File: src/rtl/fdiv_fmt_pkg.sv
// Single-precision format definitions for the floating-point divider.
// Holds the IEEE field widths, the operand and result types and the
// special-case flag set that goes to the rounder.
`default_nettype none

package fdiv_fmt_pkg;

    localparam int EXP_BIAS = 127;
    localparam int EXP_W    = 8;
    localparam int MANT_W   = 23;

    // raw operand, sign then exponent then fraction
    typedef logic [EXP_W+MANT_W:0] float_t;

    // two extra bits keep results below zero or above 254 visible
    typedef logic signed [EXP_W+1:0] exp_t;

    // significand including the hidden bit
    typedef logic [MANT_W:0] mant_t;

    // guard, round, sticky
    typedef logic [2:0] grs_t;

    typedef struct packed {
        logic snan;
        logic qnan;
        logic dbz;
        logic infs;
        logic zero;
    } div_flags_t;

    // handed to the external rounder
    typedef struct packed {
        logic       sign;
        exp_t       exp;
        mant_t      mant;
        grs_t       grs;
        div_flags_t flags;
    } div_result_t;

endpackage

`default_nettype wire

File: src/rtl/fdiv_calc_pkg.sv
// Working-arithmetic definitions for the pipelined divider.
// Fixed-point reciprocal and quotient widths, seed table size,
// refinement count and the record carried from stage to stage.
`default_nettype none

package fdiv_calc_pkg;

    import fdiv_fmt_pkg::*;

    // reciprocal has 2 integer and 32 fraction bits
    localparam int RECIP_W      = 34;
    localparam int RECIP_FRAC_W = 32;
    typedef logic [RECIP_W-1:0] recip_t;

    // seed table indexed by the top divisor fraction bits
    localparam int SEED_IDX_W = 7;
    localparam int SEED_N     = 2 ** SEED_IDX_W;
    localparam int SEED_W     = 8;

    localparam int NR_ITERS = 2;

    // quotient with 26 fraction bits
    localparam int QUO_W = 27;
    typedef logic [QUO_W-1:0] quo_t;

    // seed + refinements + finish
    localparam int LATENCY = NR_ITERS + 2;

    typedef struct packed {
        logic       valid;
        logic       sign;
        exp_t       exp;
        mant_t      mant_a;
        mant_t      mant_b;
        recip_t     recip;
        div_flags_t flags;
    } div_stage_t;

endpackage

`default_nettype wire

File: src/rtl/fdiv_finish.sv
// Divider finishing stage.
// Multiplies the dividend by the refined reciprocal, corrects the
// estimate to the exact truncated quotient with a remainder check,
// normalizes, denormalizes on underflow and extracts guard, round and
// sticky for the rounder.
`timescale 1ns/1ps
`default_nettype none

module fdiv_finish
    import fdiv_fmt_pkg::*;
    import fdiv_calc_pkg::*;
(
    input  logic        clk,
    input  logic        rst_n,
    input  div_stage_t  stage_i,
    output logic        out_valid_o,
    output div_result_t result_o
);

    localparam int PROD_W    = QUO_W + RECIP_W;
    localparam int REM_W     = QUO_W + MANT_W + 2;
    localparam int SH_W      = $clog2(QUO_W);
    localparam int GRS_SHIFT = QUO_W - MANT_W - 1;

    quo_t                    dvd_fx;
    logic [PROD_W-1:0]       q_prod;
    quo_t                    q_est;
    quo_t                    q_sel;
    quo_t                    q_norm;
    quo_t                    q_den;
    logic signed [REM_W-1:0] dvd_full;
    logic signed [REM_W-1:0] dvs_full;
    logic signed [REM_W-1:0] q_est_s;
    logic signed [REM_W-1:0] rem_mid;
    logic signed [REM_W-1:0] rem_lo;
    logic signed [REM_W-1:0] rem_hi;
    logic signed [REM_W-1:0] rem_sel;
    exp_t                    exp_norm;
    exp_t                    dn_amt;
    logic [SH_W-1:0]         dn_shift;
    logic                    underflow;
    logic                    lost;
    logic                    rem_nz;
    div_result_t             res_d;

    always_comb begin
        // dividend with 3 low positions, quotient gets 26 fraction bits
        dvd_fx = quo_t'(stage_i.mant_a) << GRS_SHIFT;
        q_prod = dvd_fx * stage_i.recip;
        q_est  = q_prod[RECIP_FRAC_W +: QUO_W];

        // remainders a*2^26 - q*b for q, q-1 and q+1
        dvd_full = REM_W'(dvd_fx) << MANT_W;
        dvs_full = REM_W'(stage_i.mant_b);
        q_est_s  = REM_W'(q_est);
        rem_mid  = dvd_full - q_est_s * dvs_full;
        rem_lo   = rem_mid + dvs_full;
        rem_hi   = rem_mid - dvs_full;

        // pick the candidate with 0 <= r < b
        if (rem_mid < 0) begin
            q_sel   = q_est - quo_t'(1);
            rem_sel = rem_lo;
        end else if (rem_hi >= 0) begin
            q_sel   = q_est + quo_t'(1);
            rem_sel = rem_hi;
        end else begin
            q_sel   = q_est;
            rem_sel = rem_mid;
        end

        // a < b leaves the top bit clear
        if (q_sel[QUO_W-1]) begin
            q_norm   = q_sel;
            exp_norm = stage_i.exp;
        end else begin
            q_norm   = q_sel << 1;
            exp_norm = stage_i.exp - exp_t'(1);
        end

        // underflow shift, 1 - exp, at most 26
        underflow = (exp_norm <= exp_t'(0));
        dn_amt    = exp_t'(1) - exp_norm;
        if (!underflow) begin
            dn_shift = '0;
        end else if (dn_amt > exp_t'(QUO_W - 1)) begin
            dn_shift = SH_W'(QUO_W - 1);
        end else begin
            dn_shift = dn_amt[SH_W-1:0];
        end

        q_den  = q_norm >> dn_shift;
        lost   = |(q_norm & ~({QUO_W{1'b1}} << dn_shift));
        rem_nz = (rem_sel != '0);

        res_d.sign  = stage_i.sign;
        res_d.exp   = underflow ? exp_t'(0) : exp_norm;
        res_d.mant  = q_den[QUO_W-1 -: MANT_W+1];
        res_d.grs   = {q_den[GRS_SHIFT-1 -: 2], q_den[0] | lost | rem_nz};
        res_d.flags = stage_i.flags;
    end

    always_ff @(posedge clk) begin
        if (!rst_n) begin
            out_valid_o <= 1'b0;
        end else begin
            out_valid_o <= stage_i.valid;
        end
        result_o <= res_d;
    end

endmodule

`default_nettype wire

File: config.mk
export PLATFORM = sky130hd
export DESIGN_NAME = fdiv_finish
export DESIGN_NICKNAME = d
export VERILOG_FILES = /design/src/rtl/fdiv_fmt_pkg.sv /design/src/rtl/fdiv_calc_pkg.sv /design/src/rtl/fdiv_finish.sv
export SDC_FILE = /design/constraint.sdc
export NUM_CORES = 2
export LEC_CHECK = 0
export BUFFER_PORTS_ARGS = -buffer_cell sky130_fd_sc_hd__buf_2
export CAP_MARGIN = 10
export CORE_MARGIN = 4
export CORE_UTILIZATION = 61
export CTS_BUF_LIST = sky130_fd_sc_hd__clkbuf_4
export CTS_CLUSTER_DIAMETER = 200
export DETAILED_ROUTE_END_ITERATION = 12
export PLACE_DENSITY = 0.86
export REMOVE_ABC_BUFFERS = 1
export SYNTH_ARGS = -nofsm -noshare
export SYNTH_HDL_FRONTEND = slang
export SYNTH_SLANG_ARGS = --single-unit
File: constraint.sdc
create_clock -name clk -period 21.5 [get_ports clk]
set_input_delay 2.15 -clock clk [delete_from_list [all_inputs] [get_ports clk]]
set_output_delay 2.15 -clock clk [all_outputs]
set_load 0.005 [all_outputs]
==> results.ini <==
[run_status]
status = finished clean

[synth]
synth_edf_count = 0
ys_seq_area_frac = 0.0155
ys_types = 109
yosysTopAreaCell = fa_1
synth_ff_type = dfxtp_1
ys_ff_latch = 44
synth.avg_cell_area_um2 = 8.32
synthArstFlopShare = 0
synthCells = 6825
netlist_area_um2 = 56800
yosys-top-cells-area = fa_1 45%, inv_1 9.8%, ha_1 9.0%
synth_top_area_frac = 0.452
yosysWarningCount = 0

[global_route]
antenna_found_initial = 17
grt_pass1_vias = 53800
grt_pass1_wl_um = 293000
grtUsageTotal = 0.382
grt_max_degree = 36
gr-total-overflow = 0

[floorplan]
io_pins = 145
die_w_um = 313
start_util = 0.618
fp-row-count = 111
die-area_um2 = 98000
fp.coreArea_um2 = 91900
die-height_um = 313

[layout]
final_nets = 8698
final_common_cell = inv_1
multi_input_area_um2 = 49100
fin_area_um2 = 60500
layout-drive-gt1-share = 0.0841
seqCellArea_um2 = 881
fill_cells = 7530
areaGrowthSynthToFinish_pct = 6.54
final_cell_mix = 1,489 x inv_1, 1,282 x fa_1, 1,035 x nand2_1
layout.cells.non_filler = 8161
final_util = 0.658

[placed_design]
hpwl_um = 154000
dpl-instance-area_um2 = 60000
io_buffers = 144
place_inst = 8134
gp_congestion = 1.08

[sta]
relSlewSlack = 0.285
post-route-min-period_ns = 20.95
fin_setup_tns_ns = 0
fmax_mhz = 47.7
worst_pin_slew_ns = 1.04
period_share = 0.974
finalHoldViolations = 0
setup_viol = 0
drv_slew = 0

[clocking]
numClockSinks = 44
cts_tree = yes
clkTransAtPathRegs_ns = 0.13
ctsHoldBuffers = 0
cts_buffer_depth = 2
cts-htree-levels = 2
cts_buffers = 5
clockRootBuffer = clkbuf_4

[detailed_routing]
wl_met3_um = 20500
wl_met1_um = 66600
drc_errors = 0
met2_length_um = 85100
dr.max_layer_used = met5
totalWireLength_um = 185000
drtIter0Drc = 4888
viasPerCell = 6.10
vias = 49800
wl_per_cell_um = 22.6
ant_nets = 0
dr.pass1.iters = 8

[setup_path]
crit_top_cell = fa_1
slowest_stage = fa_1
worstPathRequired_ns = 21.70
crit_fanout = 24
cpLargestDelayFamily = adder cells
critPathBufInv = 16
startpoint_type = input pin
cp.arrival_ns = 21.15
max_stage_delay_ns = 0.57
critPathCaptureType = register
critical_path_class = input pin to register
startpoint = stage_i[10]

[flow_run]
drv_cap = 0

[hold_path]
min_path_type = input pin to register
worstHoldStart = stage_i[97]

## cells by family after synthesis
family	share of synthesized area
other cells	0.0000660
simple gates	0.192
mux	0.0177
flops	0.0155
fa+ha+maj	0.542
xor+xnor	0.0206
buf+inv	0.126
compound gates	0.0858
## layout make-up
cell class / count / area share
tap: 1243 / 0.0257
antenna: 12 / 0.000496
clock buffer: 5 / 0.000621
sequential: 44 / 0.0146
multi-input combinational: 4908 / 0.812
inverter: 1497 / 0.0929
timing repair buffer: 449 / 0.0526
clock inverter: 3 / 0.000786
## Yosys cell counts, drive strengths merged, types with 13 or more instances
master	count
o21bai	29
nand2	1036
mux2i	71
and3	38
mux2	26
or4	19
fa	1282
buf	41
a21o	48
xnor2	93
ha	410
or2	14
o31ai	27
or3	21
nor4	64
a211oi	31
a21oi	201
o211ai	22
nor3	133
a2111oi	14
a31oi	27
dfxtp	44
o21ai	124
nand2b	19
and2	482
nand3	58
clkbuf	335
o21a	29
nor2	265
o22ai	13
nor2b	17
inv	1489
nand4	60
xor2	38
and4	17
## registers in the layout, summed over array words and instances, names as in the netlist
signal	flops
out_valid_o	1
result_o	43
## metrics by stage
| stage | setup WS, ns | hold WS (ns) |
|---|---|---|
| after floorplan | -1.61 | 2.18 |
| after global placement | -0.130 | 2.25 |
| after detailed placement | -0.436 | 2.25 |
| after CTS | 0.0977 | 1.84 |
| after global routing | -0.0482 | 1.83 |
| final | 0.549 | 1.86 |
## repair_timing
item / CTS / global route
cloned: 0 / 0
buffers inserted: 0 / 7
resized for setup: 1 / 95
pin swaps: 0 / 6
setup endpoints to repair: 1 / 27
hold endpoints to repair: 0 / 0
## per-layer routing
layer / GRT usage / vias to the layer above
met3: 0.0839 / 739
met2: 0.617 / 3195
met1: 0.481 / 24800
li1: - / 21100
met5: 0 / -
met4: 0.210 / 6
## final timing paths
check,endpoint,slack (ns),cells past startpoint
worst max-delay path,result_o[5],0.55,70
worst min-delay path,result_o[42],1.86,1
Power is not shown: default switching activity piles up to over one toggle a cycle in this logic, so the estimate is an artifact.
