$ cat src/rtl/fdiv_fmt_pkg.sv
// Single-precision format definitions for the floating-point divider.
// Holds the IEEE field widths, the operand and result types and the
// special-case flag set that goes to the rounder.
`default_nettype none

package fdiv_fmt_pkg;

    localparam int EXP_BIAS = 127;
    localparam int EXP_W    = 8;
    localparam int MANT_W   = 23;

    // raw operand, sign then exponent then fraction
    typedef logic [EXP_W+MANT_W:0] float_t;

    // two extra bits keep results below zero or above 254 visible
    typedef logic signed [EXP_W+1:0] exp_t;

    // significand including the hidden bit
    typedef logic [MANT_W:0] mant_t;

    // guard, round, sticky
    typedef logic [2:0] grs_t;

    typedef struct packed {
        logic snan;
        logic qnan;
        logic dbz;
        logic infs;
        logic zero;
    } div_flags_t;

    // handed to the external rounder
    typedef struct packed {
        logic       sign;
        exp_t       exp;
        mant_t      mant;
        grs_t       grs;
        div_flags_t flags;
    } div_result_t;

endpackage

`default_nettype wire

$ cat src/rtl/fdiv_calc_pkg.sv
// Working-arithmetic definitions for the pipelined divider.
// Fixed-point reciprocal and quotient widths, seed table size,
// refinement count and the record carried from stage to stage.
`default_nettype none

package fdiv_calc_pkg;

    import fdiv_fmt_pkg::*;

    // reciprocal has 2 integer and 32 fraction bits
    localparam int RECIP_W      = 34;
    localparam int RECIP_FRAC_W = 32;
    typedef logic [RECIP_W-1:0] recip_t;

    // seed table indexed by the top divisor fraction bits
    localparam int SEED_IDX_W = 7;
    localparam int SEED_N     = 2 ** SEED_IDX_W;
    localparam int SEED_W     = 8;

    localparam int NR_ITERS = 2;

    // quotient with 26 fraction bits
    localparam int QUO_W = 27;
    typedef logic [QUO_W-1:0] quo_t;

    // seed + refinements + finish
    localparam int LATENCY = NR_ITERS + 2;

    typedef struct packed {
        logic       valid;
        logic       sign;
        exp_t       exp;
        mant_t      mant_a;
        mant_t      mant_b;
        recip_t     recip;
        div_flags_t flags;
    } div_stage_t;

endpackage

`default_nettype wire

$ cat src/rtl/fdiv_seed.sv
// Divider seed stage.
// Classifies both operands and raises the special-case flags, forms the
// result sign and rebiased exponent, and looks up an 8-bit reciprocal
// estimate of the divisor significand. One register stage.
`timescale 1ns/1ps
`default_nettype none

module fdiv_seed
    import fdiv_fmt_pkg::*;
    import fdiv_calc_pkg::*;
(
    input  logic       clk,
    input  logic       rst_n,
    input  logic       in_valid_i,
    input  float_t     a_i,
    input  float_t     b_i,
    output div_stage_t stage_o
);

    typedef struct packed {
        logic zero;
        logic inf;
        logic qnan;
        logic snan;
    } op_class_t;

    typedef logic [SEED_N-1:0][SEED_W-1:0] seed_table_t;

    // entry i is 1/midpoint of [1 + i/N, 1 + (i+1)/N), rounded
    function automatic seed_table_t build_seed_table();
        seed_table_t tbl;
        int          den;
        for (int i = 0; i < SEED_N; i++) begin
            den    = 2 ** (SEED_IDX_W + 1) + 2 * i + 1;
            tbl[i] = SEED_W'((2 ** (SEED_W + SEED_IDX_W + 2) + den) / (2 * den));
        end
        return tbl;
    endfunction

    localparam seed_table_t SEED_TABLE = build_seed_table();

    function automatic op_class_t classify(float_t x);
        logic [EXP_W-1:0]  e;
        logic [MANT_W-1:0] f;
        op_class_t         c;
        e      = x[MANT_W +: EXP_W];
        f      = x[MANT_W-1:0];
        // no subnormal support, a zero exponent counts as zero
        c.zero = (e == '0);
        c.inf  = (e == '1) && (f == '0);
        c.qnan = (e == '1) && f[MANT_W-1];
        c.snan = (e == '1) && !f[MANT_W-1] && (f != '0);
        return c;
    endfunction

    op_class_t             cls_a;
    op_class_t             cls_b;
    logic                  a_fin_nz;
    logic                  b_fin;
    logic                  invalid;
    logic [SEED_IDX_W-1:0] seed_idx;
    div_stage_t            st_d;

    always_comb begin
        cls_a    = classify(a_i);
        cls_b    = classify(b_i);
        a_fin_nz = !(cls_a.zero | cls_a.inf | cls_a.qnan | cls_a.snan);
        b_fin    = !(cls_b.inf | cls_b.qnan | cls_b.snan);

        // 0/0 and inf/inf are invalid like a signalling input
        invalid = cls_a.snan | cls_b.snan | (cls_a.zero & cls_b.zero)
                | (cls_a.inf & cls_b.inf);

        st_d.flags.snan = invalid;
        st_d.flags.qnan = !invalid & (cls_a.qnan | cls_b.qnan);
        st_d.flags.dbz  = a_fin_nz & cls_b.zero;
        st_d.flags.infs = cls_a.inf & b_fin;
        st_d.flags.zero = cls_a.zero | cls_b.inf;

        st_d.valid  = in_valid_i;
        st_d.sign   = a_i[EXP_W+MANT_W] ^ b_i[EXP_W+MANT_W];
        st_d.exp    = exp_t'(a_i[MANT_W +: EXP_W]) - exp_t'(b_i[MANT_W +: EXP_W])
                    + exp_t'(EXP_BIAS);
        st_d.mant_a = {1'b1, a_i[MANT_W-1:0]};
        st_d.mant_b = {1'b1, b_i[MANT_W-1:0]};

        // table value sits just below the binary point
        seed_idx   = b_i[MANT_W-1 -: SEED_IDX_W];
        st_d.recip = recip_t'(SEED_TABLE[seed_idx]) << (RECIP_FRAC_W - SEED_W);
    end

    always_ff @(posedge clk) begin
        stage_o <= st_d;
        if (!rst_n) begin
            stage_o.valid <= 1'b0;
        end
    end

endmodule

`default_nettype wire

$ cat config.mk
export PLATFORM = sky130hd
export DESIGN_NAME = fdiv_seed
export DESIGN_NICKNAME = d
export VERILOG_FILES = /design/src/rtl/fdiv_fmt_pkg.sv /design/src/rtl/fdiv_calc_pkg.sv /design/src/rtl/fdiv_seed.sv
export SDC_FILE = /design/constraint.sdc
export NUM_CORES = 1
export LEC_CHECK = 0
export BUFFER_PORTS_ARGS = -buffer_cell sky130_fd_sc_hd__buf_2
export CAP_MARGIN = 5
export CORE_UTILIZATION = 49
export CTS_BUF_LIST = sky130_fd_sc_hd__clkbuf_16
export DETAILED_ROUTE_END_ITERATION = 6
export PLACE_DENSITY = 0.86
export REMOVE_ABC_BUFFERS = 1
export SETUP_SLACK_MARGIN = 0.2
export SYNTH_ARGS = -nofsm -noshare
export SYNTH_HDL_FRONTEND = slang
export SYNTH_SLANG_ARGS = --single-unit
export TNS_END_PERCENT = 50
$ cat constraint.sdc
create_clock -name clk -period 3.7 [get_ports clk]
set_input_delay 0.925 -clock clk [delete_from_list [all_inputs] [get_ports clk]]
set_output_delay 0.925 -clock clk [all_outputs]
set_load 0.01 [all_outputs]
==> impl_metrics.tcl, run 1 <==
set metrics [dict create \
    status "complete, but fails checks" \
    violations "DRC" \
    antenna_found_initial 0 \
    multi_input_area_um2 1640 \
    period_share_pct 77.2 \
    reg_top3 "stage_o x70" \
    crit_arrival_ps 3110 \
    grt_start_max_net_pins 32 \
    dr.pass1.iters 7 \
    wl_per_cell_um 14.3 \
    syn_inst 373 \
    synth_mux_area_share_pct 0.607 \
    holdWs_ps 716 \
    worst_slew_pin_slew_ps 731 \
    synth_adder_area_share_pct 6.07 \
    fin_setup_tns_ps 0 \
    die_area_um2 7060 \
    report.final.slew_viol_count 0 \
    synth_seq_area_share_pct 42.5 \
    cts_root_buffer "clkbuf_16" \
    synth_compound_area_share_pct 19.2 \
    routabilityCongestion 0.910 \
    ctsHoldBuffers 0 \
    finalHoldViolCount 0 \
    yosysWarnings 0 \
    numPortBuffers 136 \
    rsz0062_at_grt "false" \
    grt_pass1_vias 2890 \
    start_util_pct 51.3 \
    syn_area_per_cell_um2 8.84 \
    hold_depth 1 \
    min_path_type "primary input to flip-flop" \
    pre_cts_slack_ps 567 \
    yosysTopAreaCell "dfxtp_1" \
    finalWirelength_um 8310 \
    ir_worst_vdd_mv 0.206 \
    cts.sinks 70 \
    largest_reg_flops 70 \
    crit_path_max_fanout 16 \
    synth_most_common_cell "dfxtp_1" \
    seq_area_um2 1400 \
    fin_ws_ps 843 \
    die_x_um 84.0 \
    synth_top_family_by_area "compound AO/OA/AOI/OAI gates" \
    ys_top_cells_by_count "dfxtp_1, buf_4, nor2_1" \
    grt_overflow 0 \
    regMostFlops "stage_o" \
    start_kind "primary input" \
    core_um2 6420 \
    critPathMaxStageDelay_ps 380 \
    ant_nets 0 \
    fp-row-count 29 \
    drt-vias-per-instance 5.35 \
    remaining_drc_errors 29 \
    cts_tree "built" \
    synth_edf_count 0 \
    drt_iter0_markers 275 \
    synth-async-reset-ratio_pct 0 \
    vias 3119 \
    critPathRequiredTime_ps 3950 \
    syn_area_um2 3300 \
    holdPathEnd "stage_o[46]" \
    crit_slowest_cell "nor4_1" \
    worstPathCellList "buf_2 -> inv_1 -> ha_1 -> buf_4 -> nor4b_1 -> nand4_1 -> nor4_1 -> a21oi_1 -> a222oi_1 -> nor2b_1" \
    cts_buffer_depth 2 \
    cp-end-kind "flip-flop" \
    hpwl_um 6280 \
    ctsResizeCount 0 \
    post-cts-setup-buffers 0 \
    area_growth_pct 27.2 \
    grtUsageTotal_pct 23.6 \
    fp.dieH_um 84.0 \
    finalNetCount 585 \
    n_antenna_cell 0 \
    maxSlewHeadroom_pct 51.3 \
    clkTransAtPathRegs_ps 60 \
    synthTopCellsByArea "dfxtp_1, buf_4, ha_1" \
    synth_ff_type "dfxtp_1" \
    drv_cap 0 \
    htree_levels 3 \
    p_total_mw 2.04 \
    synth_seq_cells 70 \
    final.min_clock_period_ps 2860 \
    fmax_mhz 350 \
    synth_cell_types 56 \
    leakagePower_nw 2.02 \
    num_io_pins 166 \
    numCtsBuffers 9 \
    setup_viol 0 \
    drive_gt1_share_pct 31.4 \
    hold_start "b_i[7]" \
    path_class "primary input to flip-flop" \
    grt_pass1_wl_um 13300 \
    p_per_area_nw_per_um2 485 \
    yosys.area_share.xor_xnor_pct 2.92 \
    synth_top_cell_area_share_pct 42.5 \
    nFillCells 506 \
    synthSimpleGateAreaFrac_pct 17.7 \
]
## cells in the final DEF, fill, tap and decap left out, types with 3 or more instances in the layout
master,instances
nor3_1,8
xnor2_1,8
a221oi_1,3
o22ai_1,3
o21ai_0,22
buf_2,136
a211oi_1,4
a21oi_1,26
nand4_1,7
nand2b_1,8
xor2_1,3
nor4_1,10
or4_1,5
and3_1,4
ha_1,16
conb_1,29
clkbuf_16,9
nand3_1,4
nor2b_1,3
o211ai_1,3
nand2_1,22
a31oi_1,9
a21o_1,5
inv_1,17
nor2_1,27
dfxtp_1,70
## worst max path at each step
stage	startpoint	end	cells after the start	slack [ps]
final	b_i[17]	stage_o[3]	10	840
after global routing	b_i[17]	stage_o[3]	10	570
after CTS	b_i[17]	stage_o[3]	10	870
after detailed placement	b_i[17]	stage_o[3]	10	570
after global placement	b_i[17]	stage_o[3]	10	660
after floorplan	b_i[26]	stage_o[96]	8	910
## layout make-up
type	instances	share of cell area, %
repair buffers	138	16.6
inverters	18	1.61
clock buffers	9	5.37
multi-input cells	265	39.2
well taps	77	2.30
flip-flops and latches	70	33.4
clock inverters	6	1.52
## kinds of logic (layout without fill, tap and decap cells)
group	after synthesis	in the layout
buffers and inverters	65	171
multiplexers	2	2
AO/OA/AOI/OAI	96	96
XOR/XNOR	11	11
adder cells (fa/ha/maj)	16	16
flip-flops	70	70
AND/OR/NAND/NOR	111	111
other	2	29
## layer usage
| metal | global-route usage (%) | wire length, µm |
|---|---|---|
| met5 | 0 | 0 |
| met3 | 4.95 | 715 |
| met1 | 27.1 | 3300 |
| met4 | 8.15 | 100 |
| met2 | 42.9 | 4190 |
## critical path, delay by kind of cell
kind	cells	cell delay, ps
buffers and inverters	3	540
AO/OA/AOI/OAI	2	420
AND/OR/NAND/NOR	4	1040
adder cells (fa/ha/maj)	1	170
## power breakdown
group | switching [mW] | internal (mW) | leakage, nW
logic | 0.227 | 0.156 | 1.30
registers | 0.0156 | 0.817 | 0.588
clock network | 0.304 | 0.516 | 0.137
## stage by stage
step	utilization (%)	instances	cell area [µm²]
3_5_place_dp	60.8	568	3910
3_3_place_gp	60.8	568	3910
6_report	65.3	583	4190
2_1_floorplan	-	353	3110
5_1_grt	65.3	583	4190
4_1_cts	65.3	583	4190
No activity file was read; power rests on OpenSTA's default activity.
==> run 2: changes to the inputs <==
ABC_AREA = 1   (was unset)
CORE_UTILIZATION = 42   (was 49)
PLACE_DENSITY = 0.78   (was 0.86)
clock period = 2.5 ns   (was 3.7 ns; I/O delays follow)
==> impl_metrics.tcl, run 2 <==
set metrics [dict create \
    finalWirelength_um 8190 \
    p_per_area_nw_per_um2 731 \
    cts_root_buffer "clkbuf_16" \
    synth_most_common_cell "nand2_1" \
    clkTransAtPathRegs_ps 60 \
    numCtsBuffers 9 \
    yosysTopAreaCell "dfxtp_1" \
    critPathMaxStageDelay_ps 290 \
    grt_pass1_vias 3060 \
    setup_viol 0 \
    grt_start_max_net_pins 18 \
    core_um2 7770 \
    grt_overflow 0 \
    crit_arrival_ps 2160 \
    min_path_type "primary input to flip-flop" \
    synth_ff_type "dfxtp_1" \
    synth_edf_count 0 \
    p_total_mw 3.20 \
    syn_area_um2 3380 \
    final.min_clock_period_ps 1910 \
    wl_per_cell_um 11.9 \
    start_kind "primary input" \
    start_util_pct 43.6 \
    post-cts-setup-buffers 0 \
    numPortBuffers 136 \
    ant_nets 0 \
    yosysWarnings 0 \
    synth_top_cell_area_share_pct 41.4 \
    synthTopCellsByArea "dfxtp_1, nand2_1, buf_4" \
    ctsHoldBuffers 0 \
    finalNetCount 667 \
    grtUsageTotal_pct 19.6 \
    nFillCells 727 \
    synth_seq_cells 70 \
    holdWs_ps 419 \
    final_cell_mix "buf_2, nand2_1, dfxtp_1" \
    report.final.slew_viol_count 0 \
    cp-endpoint "stage_o[3]" \
    area_growth_pct 29.5 \
    fp-row-count 32 \
    leakagePower_nw 2.32 \
    crit_path_start "b_i[16]" \
    synth_cell_types 38 \
    grt_pass1_wl_um 13200 \
    hpwl_um 6390 \
    fp.dieH_um 91.8 \
    drt-vias-per-instance 4.78 \
    cts.sinks 70 \
    antenna_found_initial 0 \
    ir_worst_vdd_mv 0.395 \
    dr.pass1.iters 6 \
    fin_setup_tns_ps 0 \
    path_class "primary input to flip-flop" \
    reg_top3 "stage_o x70" \
    status "finished clean" \
    largest_reg_flops 70 \
    worstPathCellList "buf_2 -> inv_1 -> ha_1 -> inv_1 -> nor3_1 -> nand3_1 -> a21boi_1 -> nand3_1 -> nor2_1" \
    rsz0062_at_grt "false" \
    remaining_drc_errors 0 \
    synth-async-reset-ratio_pct 0 \
    period_share_pct 76.4 \
    critPathRequiredTime_ps 2750 \
    finalHoldViolCount 0 \
    fmax_mhz 523 \
    cts_tree "built" \
    ys_top_cells_by_count "nand2_1, dfxtp_1, nor2_1" \
    num_io_pins 166 \
    die_x_um 91.8 \
    cts_buffer_depth 2 \
    synth_seq_area_share_pct 41.4 \
    vias 3303 \
    die_area_um2 8420 \
    drv_cap 0 \
    htree_levels 3 \
    syn_inst 443 \
    n_antenna_cell 0 \
    final_common_cell "buf_2" \
    ctsResizeCount 0 \
    fin_util_pct 56.4 \
    routabilityCongestion 0.902 \
    crit_path_max_fanout 7 \
    drt_iter0_markers 145 \
    drive_gt1_share_pct 32.6 \
    crit_slowest_cell "nor3_1" \
    syn_area_per_cell_um2 7.64 \
    cp-end-kind "flip-flop" \
    regMostFlops "stage_o" \
]
==> run 2: cell count changes after synthesis, sizes merged, moves of 9 or more <==
cell | previous run | this run
nor4 | 10 | 1
nand3 | 4 | 24
clkbuf | 15 | 1
nor2 | 27 | 63
inv | 18 | 49
nand2 | 22 | 102
a31oi | 9 | 0
==> run 2: cell families after synthesis <==
| logic type | share of synthesized area, % |
|---|---|
| fa+ha+maj | 5.92 |
| flops | 41.4 |
| compound gates | 8.84 |
| buf+inv | 12.8 |
| xor+xnor | 2.55 |
| other cells | 0.222 |
| simple gates | 28.2 |
==> run 2: power by group <==
part	internal, mW	total, mW	switching (mW)	leakage [nW]
sequential	1.21	1.23	0.0195	0.588
combinational	0.223	0.587	0.365	1.57
clock	0.889	1.39	0.498	0.159
total	2.32	3.20	0.882	2.32
==> run 2: layout make-up <==
cell class,count,area (µm²),share of cell area [%]
multi-input cells,317,1650,37.6
flip-flops and latches,70,1400,32.0
clock buffers,9,225,5.14
inverters,49,184,4.20
repair buffers,137,688,15.7
clock inverters,7,105,2.40
well taps,102,128,2.91
==> run 2: through the flow <==
step	area, µm²	setup WS (ps)	cells
floorplan	3230	590	436
global placement	4050	333	675
detailed placement	4050	279	675
CTS	4380	603	691
global route	4380	404	691
finish	4380	590	691
==> run 2: worst min-delay path by stage <==
stage                 start          end  slack (ps)  cells after the start
finish              b_i[12]  stage_o[51]         420                      1
global route        b_i[14]  stage_o[53]         400                      1
CTS                 b_i[11]  stage_o[50]         410                      1
detailed placement  b_i[12]  stage_o[51]         740                      1
global placement    a_i[17]  stage_o[80]         740                      1
floorplan            b_i[0]  stage_o[39]         650                      0
==> run 2: routing by layer <==
metal,track usage (%),wire [µm]
met5,0,0
met1,21.7,3340
met3,4.98,695
met4,8.07,169
met2,35.6,3990
==> run 2: worst max-delay path: cells and delay by family <==
family                   cells  cell delay [ps]
adder cells (fa/ha/maj)      1              270
AND/OR/NAND/NOR              4              670
buffers and inverters        3              430
AO/OA/AOI/OAI                1              160
==> run 3: changes to the inputs <==
ABC_AREA = 0   (was 1)
CORE_UTILIZATION = 46   (was 42)
PLACE_DENSITY = 0.82   (was 0.78)
clock period = 1.9 ns   (was 2.5 ns; I/O delays follow)
==> impl_metrics.tcl, run 3 (synthesis gave the netlist of run 1 again) <==
set metrics [dict create \
    antenna_found_initial 0 \
    hpwl_um 7460 \
    report.final.slew_viol_count 0 \
    dp_cells 657 \
    fin_util_pct 78.1 \
    routabilityCongestion 0.898 \
    violations "DRC, setup timing" \
    wl_per_cell_um 18.8 \
    period_share_pct 109 \
    final_common_cell "buf_2" \
    fmax_mhz 481 \
    cts_root_buffer "clkbuf_16" \
    grt_start_max_net_pins 27 \
    start_kind "primary input" \
    final_cell_mix "buf_2, buf_4, dfxtp_1" \
    dr.pass1.iters 7 \
    drt_iter0_markers 318 \
    grt_overflow 0 \
    core_um2 6870 \
    cp.depth 9 \
    htree_levels 3 \
    cts.sinks 70 \
    rsz0062_at_grt "true" \
    finalNetCount 674 \
    placed_area_um2 4480 \
    cts_tree "built" \
    finalWirelength_um 13000 \
    grt_pass1_wl_um 17000 \
    final.min_clock_period_ps 2080 \
    critical-path-top-delay-family "compound AO/OA/AOI/OAI gates" \
    final_cells 692 \
    cts_buffer_depth 2 \
    fp-row-count 30 \
    power.switching_mw 1.32 \
    die_x_um 86.7 \
    crit_arrival_ps 2340 \
    largest_reg_flops 70 \
    ir_worst_vdd_mv 0.649 \
    n_antenna_cell 0 \
    p_comb_share_pct 26.4 \
    p_clk_share_pct 37.2 \
    drv_cap 0 \
    holdWs_ps 255 \
    leakagePower_nw 2.55 \
    pre_cts_slack_ps -642 \
    ctsHoldBuffers 0 \
    fin_ws_ps -180 \
    cp-end-kind "flip-flop" \
    worstPathCellList "buf_8 -> inv_4 -> ha_4 -> a21o_1 -> a22o_1 -> a211oi_4 -> inv_2 -> or4_4 -> o2bb2ai_2" \
    crit_path_max_fanout 3 \
    critPathMaxStageDelay_ps 540 \
    drt-vias-per-instance 5.76 \
    stdcell_area_um2 5370 \
    remaining_drc_errors 2 \
    status "complete, but fails checks" \
    fin_setup_tns_ps -325 \
    hold_depth 1 \
    drive_gt1_share_pct 50.3 \
    p_sw_share_pct 29.6 \
    area_growth_pct 62.8 \
    clkTransAtPathRegs_ps 60 \
    numPortBuffers 136 \
    power_frac_seq_pct 36.4 \
    vias 3989 \
    nFillCells 418 \
    p_total_mw 4.47 \
    path_class "primary input to flip-flop" \
    numCtsBuffers 9 \
    crit_slowest_cell "or4_4" \
    critical_path_buf_inv_count 3 \
    ant_nets 0 \
    start_util_pct 48.0 \
    die_area_um2 7510 \
    critPathRequiredTime_ps 2160 \
    p_per_area_nw_per_um2 833 \
    grtUsageTotal_pct 29.8 \
    setup_viol 3 \
    grt_pass1_vias 3520 \
    num_io_pins 166 \
    finalHoldViolCount 0 \
    regMostFlops "stage_o" \
    min_path_type "primary input to flip-flop" \
    fp.dieH_um 86.7 \
    reg_top3 "stage_o x70" \
    p_int_mw 3.15 \
]
==> run 3: cell count changes in the layout (fill, tap and decap cells not counted), moves of 10 or more <==
cell | previous run | this run
buf_6 | 0 | 12
nor2_1 | 57 | 24
buf_4 | 1 | 79
nand3_1 | 23 | 4
inv_1 | 43 | 10
ha_1 | 16 | 6
nand2_2 | 16 | 1
nand2_1 | 85 | 21
==> run 3: final timing paths <==
check,startpoint,endpoint,slack (ps)
setup / recovery,b_i[28],stage_o[96],-180
hold / removal,b_i[3],stage_o[42],250
==> run 3: repair_timing <==
item | in CTS | in global routing
pin swaps | 18 | 21
gates resized for setup | 51 | 53
hold endpoints to repair | 0 | 0
endpoints found under the setup margin | 11 | 13
buffers inserted | 7 | 12
==> run 3: cell type report <==
cell class / count / area, µm² / share of cell area (%)
Clock buffer: 9 / 225 / 4.20
Clock inverter: 7 / 65.1 / 1.21
Inverter: 18 / 82.6 / 1.54
Multi-Input combinational cell: 265 / 1990 / 37.1
Sequential cell: 70 / 1400 / 26.1
Tap cell: 96 / 120 / 2.24
Timing Repair Buffer: 227 / 1480 / 27.6
==> run 3: metal layers <==
layer / up-vias / GRT usage, % / routed length (µm)
met3: 108 / 7.62 / 1310
met4: 0 / 20.8 / 907
met1: 1791 / 30.5 / 4620
met5: - / 0 / 0
met2: 381 / 53.0 / 6160
li1: 1709 / - / -
==> run 3: power groups by stage <==
stage	combinational, mW	sequential, mW	clock, mW
CTS	0.996	1.62	1.65
global route	1.24	1.63	1.74
finish	1.18	1.63	1.66
detailed placement	0.893	1.65	0
floorplan	0.352	1.72	0
global placement	0.863	1.65	0
